**src/design/memset_pkg.sv**
```systemverilog
package memset_pkg;

	// Every scalar on the host side of the engine is one 32-bit word.
	// That covers the base address, the fill value, the count and the result.
	typedef logic [31:0] word_t;

	// Control states of the fill engine.
	// SETUP loads the counter, FILL writes one word per cycle and DONE
	// is the single cycle in which finish is high.
	typedef enum logic [1:0]
	{
		IDLE  = 2'd0,
		SETUP = 2'd1,
		FILL  = 2'd2,
		DONE  = 2'd3
	} ctrl_state_e;

	// The on-chip RAM defaults to 32 words of one byte.
	localparam int MEM_ADDR_WIDTH_DEFAULT = 5;
	localparam int MEM_DATA_WIDTH_DEFAULT = 8;

endpackage
```
**src/design/memset_top.sv**
```systemverilog
`timescale 1ns/1ns

module memset_top
#(
	parameter int ADDR_WIDTH = memset_pkg::MEM_ADDR_WIDTH_DEFAULT,
	parameter int DATA_WIDTH = memset_pkg::MEM_DATA_WIDTH_DEFAULT
)
(
	input  logic                  clk,
	input  logic                  reset,
	input  logic                  start,
	input  memset_pkg::word_t     m,
	input  memset_pkg::word_t     c,
	input  memset_pkg::word_t     n,
	input  logic [ADDR_WIDTH-1:0] rd_addr,
	output logic                  finish,
	output logic                  busy,
	output memset_pkg::word_t     return_val,
	output logic [DATA_WIDTH-1:0] rd_data
);

	logic                  load;
	logic                  wr_en;
	logic                  last;
	logic                  empty;
	logic [ADDR_WIDTH-1:0] wr_addr;

	// Sequencing of the job.
	memset_ctrl i_memset_ctrl
	(
		.clk       (clk),
		.reset     (reset),
		.start     (start),
		.empty     (empty),
		.last      (last),
		.m         (m),
		.load      (load),
		.wr_en     (wr_en),
		.busy      (busy),
		.finish    (finish),
		.return_val(return_val)
	);

	// Walks the address and counts the words still to write.
	fill_counter
	#(
		.ADDR_WIDTH(ADDR_WIDTH)
	)
	i_fill_counter
	(
		.clk    (clk),
		.reset  (reset),
		.load   (load),
		.wr_en  (wr_en),
		.m      (m),
		.n      (n),
		.wr_addr(wr_addr),
		.last   (last),
		.empty  (empty)
	);

	// The RAM, shared between engine writes and host reads.
	memory_controller
	#(
		.ADDR_WIDTH(ADDR_WIDTH),
		.DATA_WIDTH(DATA_WIDTH)
	)
	i_memory_controller
	(
		.clk    (clk),
		.busy   (busy),
		.wr_en  (wr_en),
		.wr_addr(wr_addr),
		.c      (c),
		.rd_addr(rd_addr),
		.rd_data(rd_data)
	);

endmodule

```
**src/design/memset_ctrl.sv**
```systemverilog
`timescale 1ns/1ns

module memset_ctrl
(
	input  logic              clk,
	input  logic              reset,
	input  logic              start,
	input  logic              empty,
	input  logic              last,
	input  memset_pkg::word_t m,
	output logic              load,
	output logic              wr_en,
	output logic              busy,
	output logic              finish,
	output memset_pkg::word_t return_val
);

	memset_pkg::ctrl_state_e state_q;
	memset_pkg::ctrl_state_e state_d;

	// Set by the final write of a job.
	// Once it is set, FILL has nothing left to write.
	logic fill_done_q;

	// Next state.
	// A start pulse is only looked at in IDLE, so a second start that
	// arrives while a job runs has no effect.
	always_comb
	begin
		state_d = state_q;
		case (state_q)
			memset_pkg::IDLE:
			begin
				if (start)
				begin
					state_d = memset_pkg::SETUP;
				end
			end
			memset_pkg::SETUP:
			begin
				state_d = memset_pkg::FILL;
			end
			memset_pkg::FILL:
			begin
				// A zero count shows up as empty right after the load.
				// Otherwise the cycle after the last write ends the fill.
				if (fill_done_q || empty)
				begin
					state_d = memset_pkg::DONE;
				end
			end
			memset_pkg::DONE:
			begin
				state_d = memset_pkg::IDLE;
			end
			default:
			begin
				state_d = memset_pkg::IDLE;
			end
		endcase
	end

	always_ff @(posedge clk)
	begin
		if (reset)
		begin
			state_q     <= memset_pkg::IDLE;
			fill_done_q <= 1'b0;
			return_val  <= '0;
		end
		else
		begin
			state_q <= state_d;

			if (load)
			begin
				fill_done_q <= 1'b0;
			end
			else if (wr_en && last)
			begin
				fill_done_q <= 1'b1;
			end

			// The result is taken as DONE is entered.
			// It then holds until the end of the next job.
			if ((state_q == memset_pkg::FILL) && (state_d == memset_pkg::DONE))
			begin
				return_val <= m;
			end
		end
	end

	// The control outputs are plain decodes of the state register.
	always_comb
	begin
		load   = (state_q == memset_pkg::SETUP);
		wr_en  = (state_q == memset_pkg::FILL) && !empty && !fill_done_q;
		busy   = (state_q != memset_pkg::IDLE);
		finish = (state_q == memset_pkg::DONE);
	end

endmodule

```
**src/design/fill_counter.sv**
```systemverilog
`timescale 1ns/1ns

module fill_counter
#(
	parameter int ADDR_WIDTH = 5
)
(
	input  logic                  clk,
	input  logic                  reset,
	input  logic                  load,
	input  logic                  wr_en,
	input  memset_pkg::word_t     m,
	input  memset_pkg::word_t     n,
	output logic [ADDR_WIDTH-1:0] wr_addr,
	output logic                  last,
	output logic                  empty
);

	logic [ADDR_WIDTH-1:0] addr_q;
	memset_pkg::word_t     count_q;

	// The address is kept as narrow as the RAM itself.
	// Stepping past the top word then rolls over to word 0 by itself,
	// which is the wrap the fill needs.
	// The count stays a full word, so a count larger than the RAM simply
	// goes round again and writes the same value over the same words.
	always_ff @(posedge clk)
	begin
		if (reset)
		begin
			addr_q  <= '0;
			count_q <= '0;
		end
		else if (load)
		begin
			addr_q  <= m[ADDR_WIDTH-1:0];
			count_q <= n;
		end
		else if (wr_en)
		begin
			addr_q  <= addr_q + 1'b1;
			count_q <= count_q - 1'b1;
		end
	end

	assign wr_addr = addr_q;

	// Both flags are decoded from the count register.
	// They carry no extra state and are valid from the first cycle of FILL.
	always_comb
	begin
		empty = (count_q == '0);
		last  = (count_q <= memset_pkg::word_t'(1));
	end

endmodule

```
**src/design/memory_controller.sv**
```systemverilog
`timescale 1ns/1ns

module memory_controller
#(
	parameter int ADDR_WIDTH = 5,
	parameter int DATA_WIDTH = 8
)
(
	input  logic                  clk,
	input  logic                  busy,
	input  logic                  wr_en,
	input  logic [ADDR_WIDTH-1:0] wr_addr,
	input  memset_pkg::word_t     c,
	input  logic [ADDR_WIDTH-1:0] rd_addr,
	output logic [DATA_WIDTH-1:0] rd_data
);

	logic [ADDR_WIDTH-1:0] ram_addr;
	logic                  ram_we;
	logic [DATA_WIDTH-1:0] ram_data;
	logic [DATA_WIDTH-1:0] ram_out;

	// The RAM has one port, so the engine and the host take turns on it.
	// The engine owns the port for the whole job.
	// The host only gets it back once the engine is idle again.
	always_comb
	begin
		if (busy)
		begin
			ram_addr = wr_addr;
			ram_we   = wr_en;
		end
		else
		begin
			ram_addr = rd_addr;
			ram_we   = 1'b0;
		end
	end

	// The fill value arrives as a full word.
	// Only its low bits fit into a RAM word; the rest is dropped here.
	assign ram_data = c[DATA_WIDTH-1:0];

	single_port_ram
	#(
		.ADDR_WIDTH(ADDR_WIDTH),
		.DATA_WIDTH(DATA_WIDTH)
	)
	i_single_port_ram
	(
		.clk (clk),
		.addr(ram_addr),
		.we  (ram_we),
		.data(ram_data),
		.out (ram_out)
	);

	// The read data is already registered inside the RAM.
	// It shows up one cycle after the host presents rd_addr.
	assign rd_data = ram_out;

endmodule

```
**src/design/single_port_ram.sv**
```systemverilog
`timescale 1ns/1ns

module single_port_ram
#(
	parameter int ADDR_WIDTH = 5,
	parameter int DATA_WIDTH = 8
)
(
	input  logic                  clk,
	input  logic [ADDR_WIDTH-1:0] addr,
	input  logic                  we,
	input  logic [DATA_WIDTH-1:0] data,
	output logic [DATA_WIDTH-1:0] out
);

	localparam int DEPTH = 2 ** ADDR_WIDTH;

	logic [DATA_WIDTH-1:0] mem [DEPTH];

	// The write and the read share the one address.
	// The read register samples the array before the write lands, so a
	// write cycle returns the word that was there before it.
	always_ff @(posedge clk)
	begin
		if (we)
		begin
			mem[addr] <= data;
		end
		out <= mem[addr];
	end

endmodule

```
**config.mk**
```make
export PLATFORM = sky130hd
export DESIGN_NAME = memset_top
export DESIGN_NICKNAME = d
export VERILOG_FILES = /design/src/design/memset_pkg.sv /design/src/design/memset_top.sv /design/src/design/memset_ctrl.sv /design/src/design/fill_counter.sv /design/src/design/memory_controller.sv /design/src/design/single_port_ram.sv
export SDC_FILE = /design/constraint.sdc
export NUM_CORES = 1
export LEC_CHECK = 0
export ABC_CLOCK_PERIOD_IN_PS = 2800
export BUFFER_PORTS_ARGS = -buffer_cell sky130_fd_sc_hd__buf_2
export CORE_ASPECT_RATIO = 1.4
export CORE_UTILIZATION = 50
export DETAILED_ROUTE_END_ITERATION = 6
export PLACE_DENSITY = 0.79
export SYNTH_ARGS = -nofsm -noshare
export SYNTH_HDL_FRONTEND = slang
export SYNTH_SLANG_ARGS = --single-unit
export TNS_END_PERCENT = 50
```
**constraint.sdc**
```tcl
create_clock -name clk -period 2.8 [get_ports clk]
set_input_delay 0.14 -clock clk [delete_from_list [all_inputs] [get_ports clk]]
set_output_delay 0.14 -clock clk [all_outputs]
set_load 0.02 [all_outputs]
```
# Word-level counts from Yosys, hierarchy flattened
# Memories as Yosys holds them, arrays and structs flattened. A register that Yosys moved wholly into a read port is not among the register bits.
# Cells that the tools add are included.
dict set report totals {
  ff_bits 72
  latch_bits 0
  ramBits 256
  mem_bits_ro 0
  out_inout_bits 42
  word_cells 36
  n_memories 1
}
# memory depth width read_ports rd_clocked_by_memory_dff wr line
set memory_table {}
lappend memory_table {i_memory_controller.i_single_port_ram.mem 32 8 1 1 1 single_port_ram.sv:18} ;# logic [DATA_WIDTH-1:0] mem [DEPTH];
dict set report classes {
  addsub 2
  mul 0
  n_div 0
  n_lt_le_gt_ge 1
  n_eq_ne 4
  n_shift 0
  mux 11
  bitwise_logic 0
  n_reduce_logical 12
}
# operator count
set op_table {}
lappend op_table {{two-way mux 32 bit} 2}
lappend op_table {{less-or-equal comparator 32 x 1 -> 1 bit, second input constant} 1}
lappend op_table {{logical NOT 32 bit} 1}
lappend op_table {{subtractor 32 x 1 -> 32 bit, second input constant} 1}
lappend op_table {{two-way mux 5 bit} 3}
lappend op_table {{case mux 2 bit (4 select lines)} 1}
lappend op_table {{equality test 2 bit, second input constant} 3}
lappend op_table {{adder 5 x 1 -> 5 bit, second input constant} 1}
lappend op_table {{logical AND 1 bit} 4}
lappend op_table {{two-way mux 2 bit} 2}
lappend op_table {{nonzero test 2 bit} 2}
lappend op_table {{two-way mux 1 bit} 3}
lappend op_table {{equality test 2 x 1 -> 1 bit, second input constant} 1}
lappend op_table {{logical NOT 1 bit} 2}
lappend op_table {{logical NOT 2 bit} 1}
lappend op_table {{OR reduction 2 bit} 1}
lappend op_table {{logical OR 1 bit} 1}

# Logic depth before layout (Yosys ltp)
dict set report depth {
  depth_word 7
  mapped_depth 9
  mapped_depth_nobuf 7
}

# Modules after synthesis
# From an unflattened synthesis, not the netlist that was laid out.
dict set report hier_totals {
  cells_unflattened 1000
  area_unflattened_um2 14048.5
}
# module instances cells_per_inst area_per_inst_um2
set modules_own_cells {}
lappend modules_own_cells {single_port_ram 1 576 10206.0}
lappend modules_own_cells {fill_counter 1 258 2128.3}
lappend modules_own_cells {memset_ctrl 1 160 1650.3}
lappend modules_own_cells {memory_controller 1 6 63.8}

# Worst setup path before layout
# No wires, ideal clock.
dict set report synth_path {
  kind {flip-flop to flip-flop}
  startpoint {reg i_memset_ctrl.state_q[0]}
  endpoint {reg i_memory_controller.i_single_port_ram.out[1] (read register of i_memory_controller.i_single_port_ram.mem)}
  setup_ns 0.134
  arrival_time_ns 2.511
  setup_slack_ns 0.154
  stages_incl_launch_ff 9
  path_buffers 2
  synth_period_minus_slack_ns 2.646
  cell_sequence {dfxtp_1 inv_1 ha_1 buf_4 mux2i_1 buf_4 mux4_2 a22o_1 or4_1}
}
dict set report synth_via {
  elab_chain_len 2
}
# element line
set synth_lines {}
lappend synth_lines {{start: declaration} memset_ctrl.sv:18} ;# memset_pkg::ctrl_state_e state_q;
lappend synth_lines {{start signal: assignment} memset_ctrl.sv:67} ;# state_q <= memset_pkg::IDLE;
lappend synth_lines {{start signal: assignment} memset_ctrl.sv:73} ;# state_q <= state_d;
lappend synth_lines {{nonzero test 2 bit} memset_ctrl.sv:98} ;# busy = (state_q != memset_pkg::IDLE);
lappend synth_lines {{two-way mux 5 bit} memory_controller.sv:28} ;# if (busy)
lappend synth_lines {{end: declaration} single_port_ram.sv:13} ;# output logic [DATA_WIDTH-1:0] out
# No other way between the ends.
# A chain may end at the register's enable or synchronous reset.

# Worst setup path after layout
dict set report layout_path {
  startpoint {reg i_memset_ctrl.state_q[0]}
  endpoint {reg i_memory_controller.i_single_port_ram.out[7] (read register of i_memory_controller.i_single_port_ram.mem)}
}
# The elaborated chain is that of the path after synthesis.

==> results.sh <==
export IMPL_pwr_share_clk_pct=26.5
export IMPL_worst_path_largest_cell_delay_ns=0.53
export IMPL_whs_ns=0.0256
export IMPL_synth_warnings=0
export IMPL_cts_buffer_depth=3
export IMPL_async_flop_share_pct=0
export IMPL_r2r_start="i_memset_ctrl.state_q[0]"
export IMPL_syn_nets=1036
export IMPL_grt_pass1_vias=9405
export IMPL_grt_start_max_net_pins=57
export IMPL_synth_most_common_cell="edfxtp_1"
export IMPL_setup_viol=0
export IMPL_area_delta_synth_final_pct=21.5
export IMPL_path_class="flip-flop to flip-flop"
export IMPL_drt_vias_per_instance=5.92
export IMPL_powerDensity_nw_per_um2=913
export IMPL_cts_sinks=336
export IMPL_clock_skew_ns=0.0119
export IMPL_synth_simple_area_share_pct=11.3
export IMPL_max_freq_ghz=0.363
export IMPL_critical_path_buf_inv_count=3
export IMPL_cts_made_buffers=31
export IMPL_first_pass_iters=6
export IMPL_synth_edf_count=256
export IMPL_leakagePower_nw=5.89
export IMPL_row_count=72
export IMPL_p_int_w=0.0105
export IMPL_yosys_cell_types_count=75
export IMPL_ctsRootBufferMaster="clkbuf_16"
export IMPL_synth_area_mux_share_pct=12.8
export IMPL_wl_met3_um=2040
export IMPL_r2r_slack_ns=0.05
export IMPL_clock_latency_ns=0.55
export IMPL_synthAdderAreaFrac_pct=0.793
export IMPL_period_share_pct=98.3
export IMPL_die_w_um=144
export IMPL_clkTransAtPathRegs_ns=0.07
export IMPL_worstPathMaxFanout=15
export IMPL_critical_path_slowest_cell="or4_1"
export IMPL_crit_family="multiplexers"
export IMPL_ys_ff_latch=336
export IMPL_hp_start="start"
export IMPL_vias=9157
export IMPL_dr_wl_met2_um=17800
export IMPL_synth_flop_cell="edfxtp_1"
export IMPL_crit_chain="inv_1 > ha_2 > buf_6 > mux2i_4 > buf_12 > mux4_2 > mux2i_1 > a211oi_1 > or4_1"
export IMPL_syn_inst=923
export IMPL_tritoncts="yes"
export IMPL_rsz0062_at_grt="true"
export IMPL_final_hold_viol_count=0
export IMPL_grt_ovfl_total=0
export IMPL_outcome="finished clean"
export IMPL_drc_errors=0
export IMPL_drive_above_1_share_pct=28.3
export IMPL_combPwrFrac_pct=34.8
export IMPL_yosys_top_cells_area="edfxtp_1, dfxtp_1, mux4_2"
export IMPL_fin_crit_ns=2.75
export IMPL_critPathLaunch="i_memset_ctrl.state_q[0]"
export IMPL_synth_compound_area_share_pct=7.63
export IMPL_core_um2=27700
export IMPL_place_hpwl_um=21800
export IMPL_swShare_pct=33.2
export IMPL_finalMaxSlewViolations=0
export IMPL_synth_top_area_share_pct=54.1
export IMPL_antenna_found_initial=0
export IMPL_avgSynthCellArea_um2=15.4
export IMPL_start_kind="flip-flop"
export IMPL_die_h_um=201
export IMPL_endpoint_kind="flip-flop"
export IMPL_final_nets=1264
export IMPL_io_buffers=121
export IMPL_wl_met1_um=12700
export IMPL_ys_seq_area_share_pct=65.4
export IMPL_worst_slew_pin_slew_ns=0.861
export IMPL_final_setup_tns_ns=0
export IMPL_synth_area_um2=14200
export IMPL_switching_power_w=0.00523
export IMPL_drt_iter0_markers=751
export IMPL_ios=146
export IMPL_start_util_pct=51.2
export IMPL_post_drt_wl_per_cell_um=22.0
export IMPL_synth_xor_area_share_pct=0.185
export IMPL_highest_layer="met4"
export IMPL_grt_pass1_wl_um=52400
export IMPL_peakVddDrop_mv=0.678
export IMPL_seqPwrFrac_pct=38.8
export IMPL_synth_top_family_by_area="multiplexers"
export IMPL_cap_viol_max_count=0
export IMPL_synth_top_area_cell="edfxtp_1"
export IMPL_cp_arrival_ns=3.17
export IMPL_synth_top_cells_by_count="edfxtp_1, dfxtp_1, nor2_1"
export IMPL_grtUsageTotal_pct=23.7
export IMPL_max_slew_margin_rel_pct=42.4
export IMPL_ctsHtreeMaxLevel=1
export IMPL_gp_congestion=0.936
export IMPL_drt_wl_total_um=34100
export IMPL_cp_required_ns=3.22
export IMPL_ant_nets=0
export IMPL_hold_class="primary input to flip-flop"
export IMPL_die_area_um2=29100
## worst reg2reg max path, delay by kind of cell (launching register included)
kind | cells | cell delay [ns]
buffers and inverters | 3 | 0.52
AND/OR/NAND/NOR | 1 | 0.53
flip-flops | 1 | 0.32
AO/OA/AOI/OAI | 1 | 0.09
adder cells (fa/ha/maj) | 1 | 0.27
multiplexers | 3 | 0.89
## routing by layer
| metal | global-route usage (%) | vias up |
|---|---|---|
| li1 | - | 4128 |
| met1 | 28.9 | 4521 |
| met2 | 42.3 | 422 |
| met3 | 2.90 | 86 |
| met4 | 8.98 | 0 |
| met5 | 0 | - |
## worst paths after layout
kind,endpoint,depth (start not counted)
worst min register to register,i_memset_ctrl.return_val[4],2
worst max-delay path,i_memory_controller.i_single_port_ram.out[7],9
worst max register to register,i_memory_controller.i_single_port_ram.out[7],9
worst min-delay path,i_memset_ctrl.state_q[0],4
## per-stage QoR
stage	std cells	utilization (%)	area [um2]	setup WS (ns)	total power [W]
6_report	1546	62.2	17300	0.0475	0.0157
5_1_grt	1545	62.2	17300	-0.0147	0.0164
4_1_cts	1536	61.8	17100	0.0330	0.0155
3_5_place_dp	1413	55.8	15500	-0.0161	0.0113
3_3_place_gp	1413	55.8	15500	0.0758	0.0112
2_1_floorplan	923	-	14200	0.154	0.00963
## power groups by stage
| stage | Clock (W) | Sequential [W] | Combinational, W |
|---|---|---|---|
| 2_1_floorplan | 0 | 0.00620 | 0.00343 |
| 3_3_place_gp | 0 | 0.00618 | 0.00500 |
| 3_5_place_dp | 0 | 0.00619 | 0.00510 |
| 4_1_cts | 0.00420 | 0.00609 | 0.00522 |
| 5_1_grt | 0.00439 | 0.00615 | 0.00584 |
| 6_report | 0.00417 | 0.00610 | 0.00548 |
## registers in the layout, summed over array words and instances, names as in the netlist
register and cells:
i_memset_ctrl.fill_done_q 1, i_memset_ctrl.state_q 2, i_memory_controller.i_single_port_ram.mem 256, i_fill_counter.count_q 32
i_fill_counter.wr_addr 5, i_memory_controller.i_single_port_ram.out 8, i_memset_ctrl.return_val 32
## layout make-up
class / count / area (um2)
fill: 2034 / 10500
sequential: 336 / 9290
multi-input combinational: 528 / 4700
timing repair buffer: 240 / 1750
clock buffer: 42 / 837
tap: 370 / 463
clock inverter: 15 / 163
inverter: 14 / 52.6
antenna: 1 / 2.50
## cell usage in the layout, fill, tap and decap left out, drive strengths merged, types with 4 or more instances in the layout
master / n
a211oi: 8
ha: 9
nand4: 10
nand3: 14
edfxtp: 256
o22ai: 7
inv: 15
nand2: 25
a22oi: 26
clkinvlp: 4
dlygate4sd3: 64
a21oi: 11
a2111oi: 7
nor2b: 6
and4: 4
clkbuf: 44
o21ai: 16
or4: 12
or3: 17
a311oi: 22
mux2i: 40
nor2: 79
nor3: 13
dfxtp: 80
o31ai: 8
nand2b: 73
clkinv: 7
mux4: 62
nor4: 11
buf: 174
o22a: 4
## timing repair
action,4_1_cts,5_1_grt
endpoints found under the hold margin,69,0
cloned,0,2
gates resized for setup,1,5
setup buffers,2,7
hold buffers,64,0
setup endpoints to repair,2,20
## cell families after synthesis
logic type,after synthesis
compound gates,129
xor+xnor,3
fa+ha+maj,9
buf+inv,59
flops,336
mux,104
simple gates,283
(Power assumes the default switching activity.)
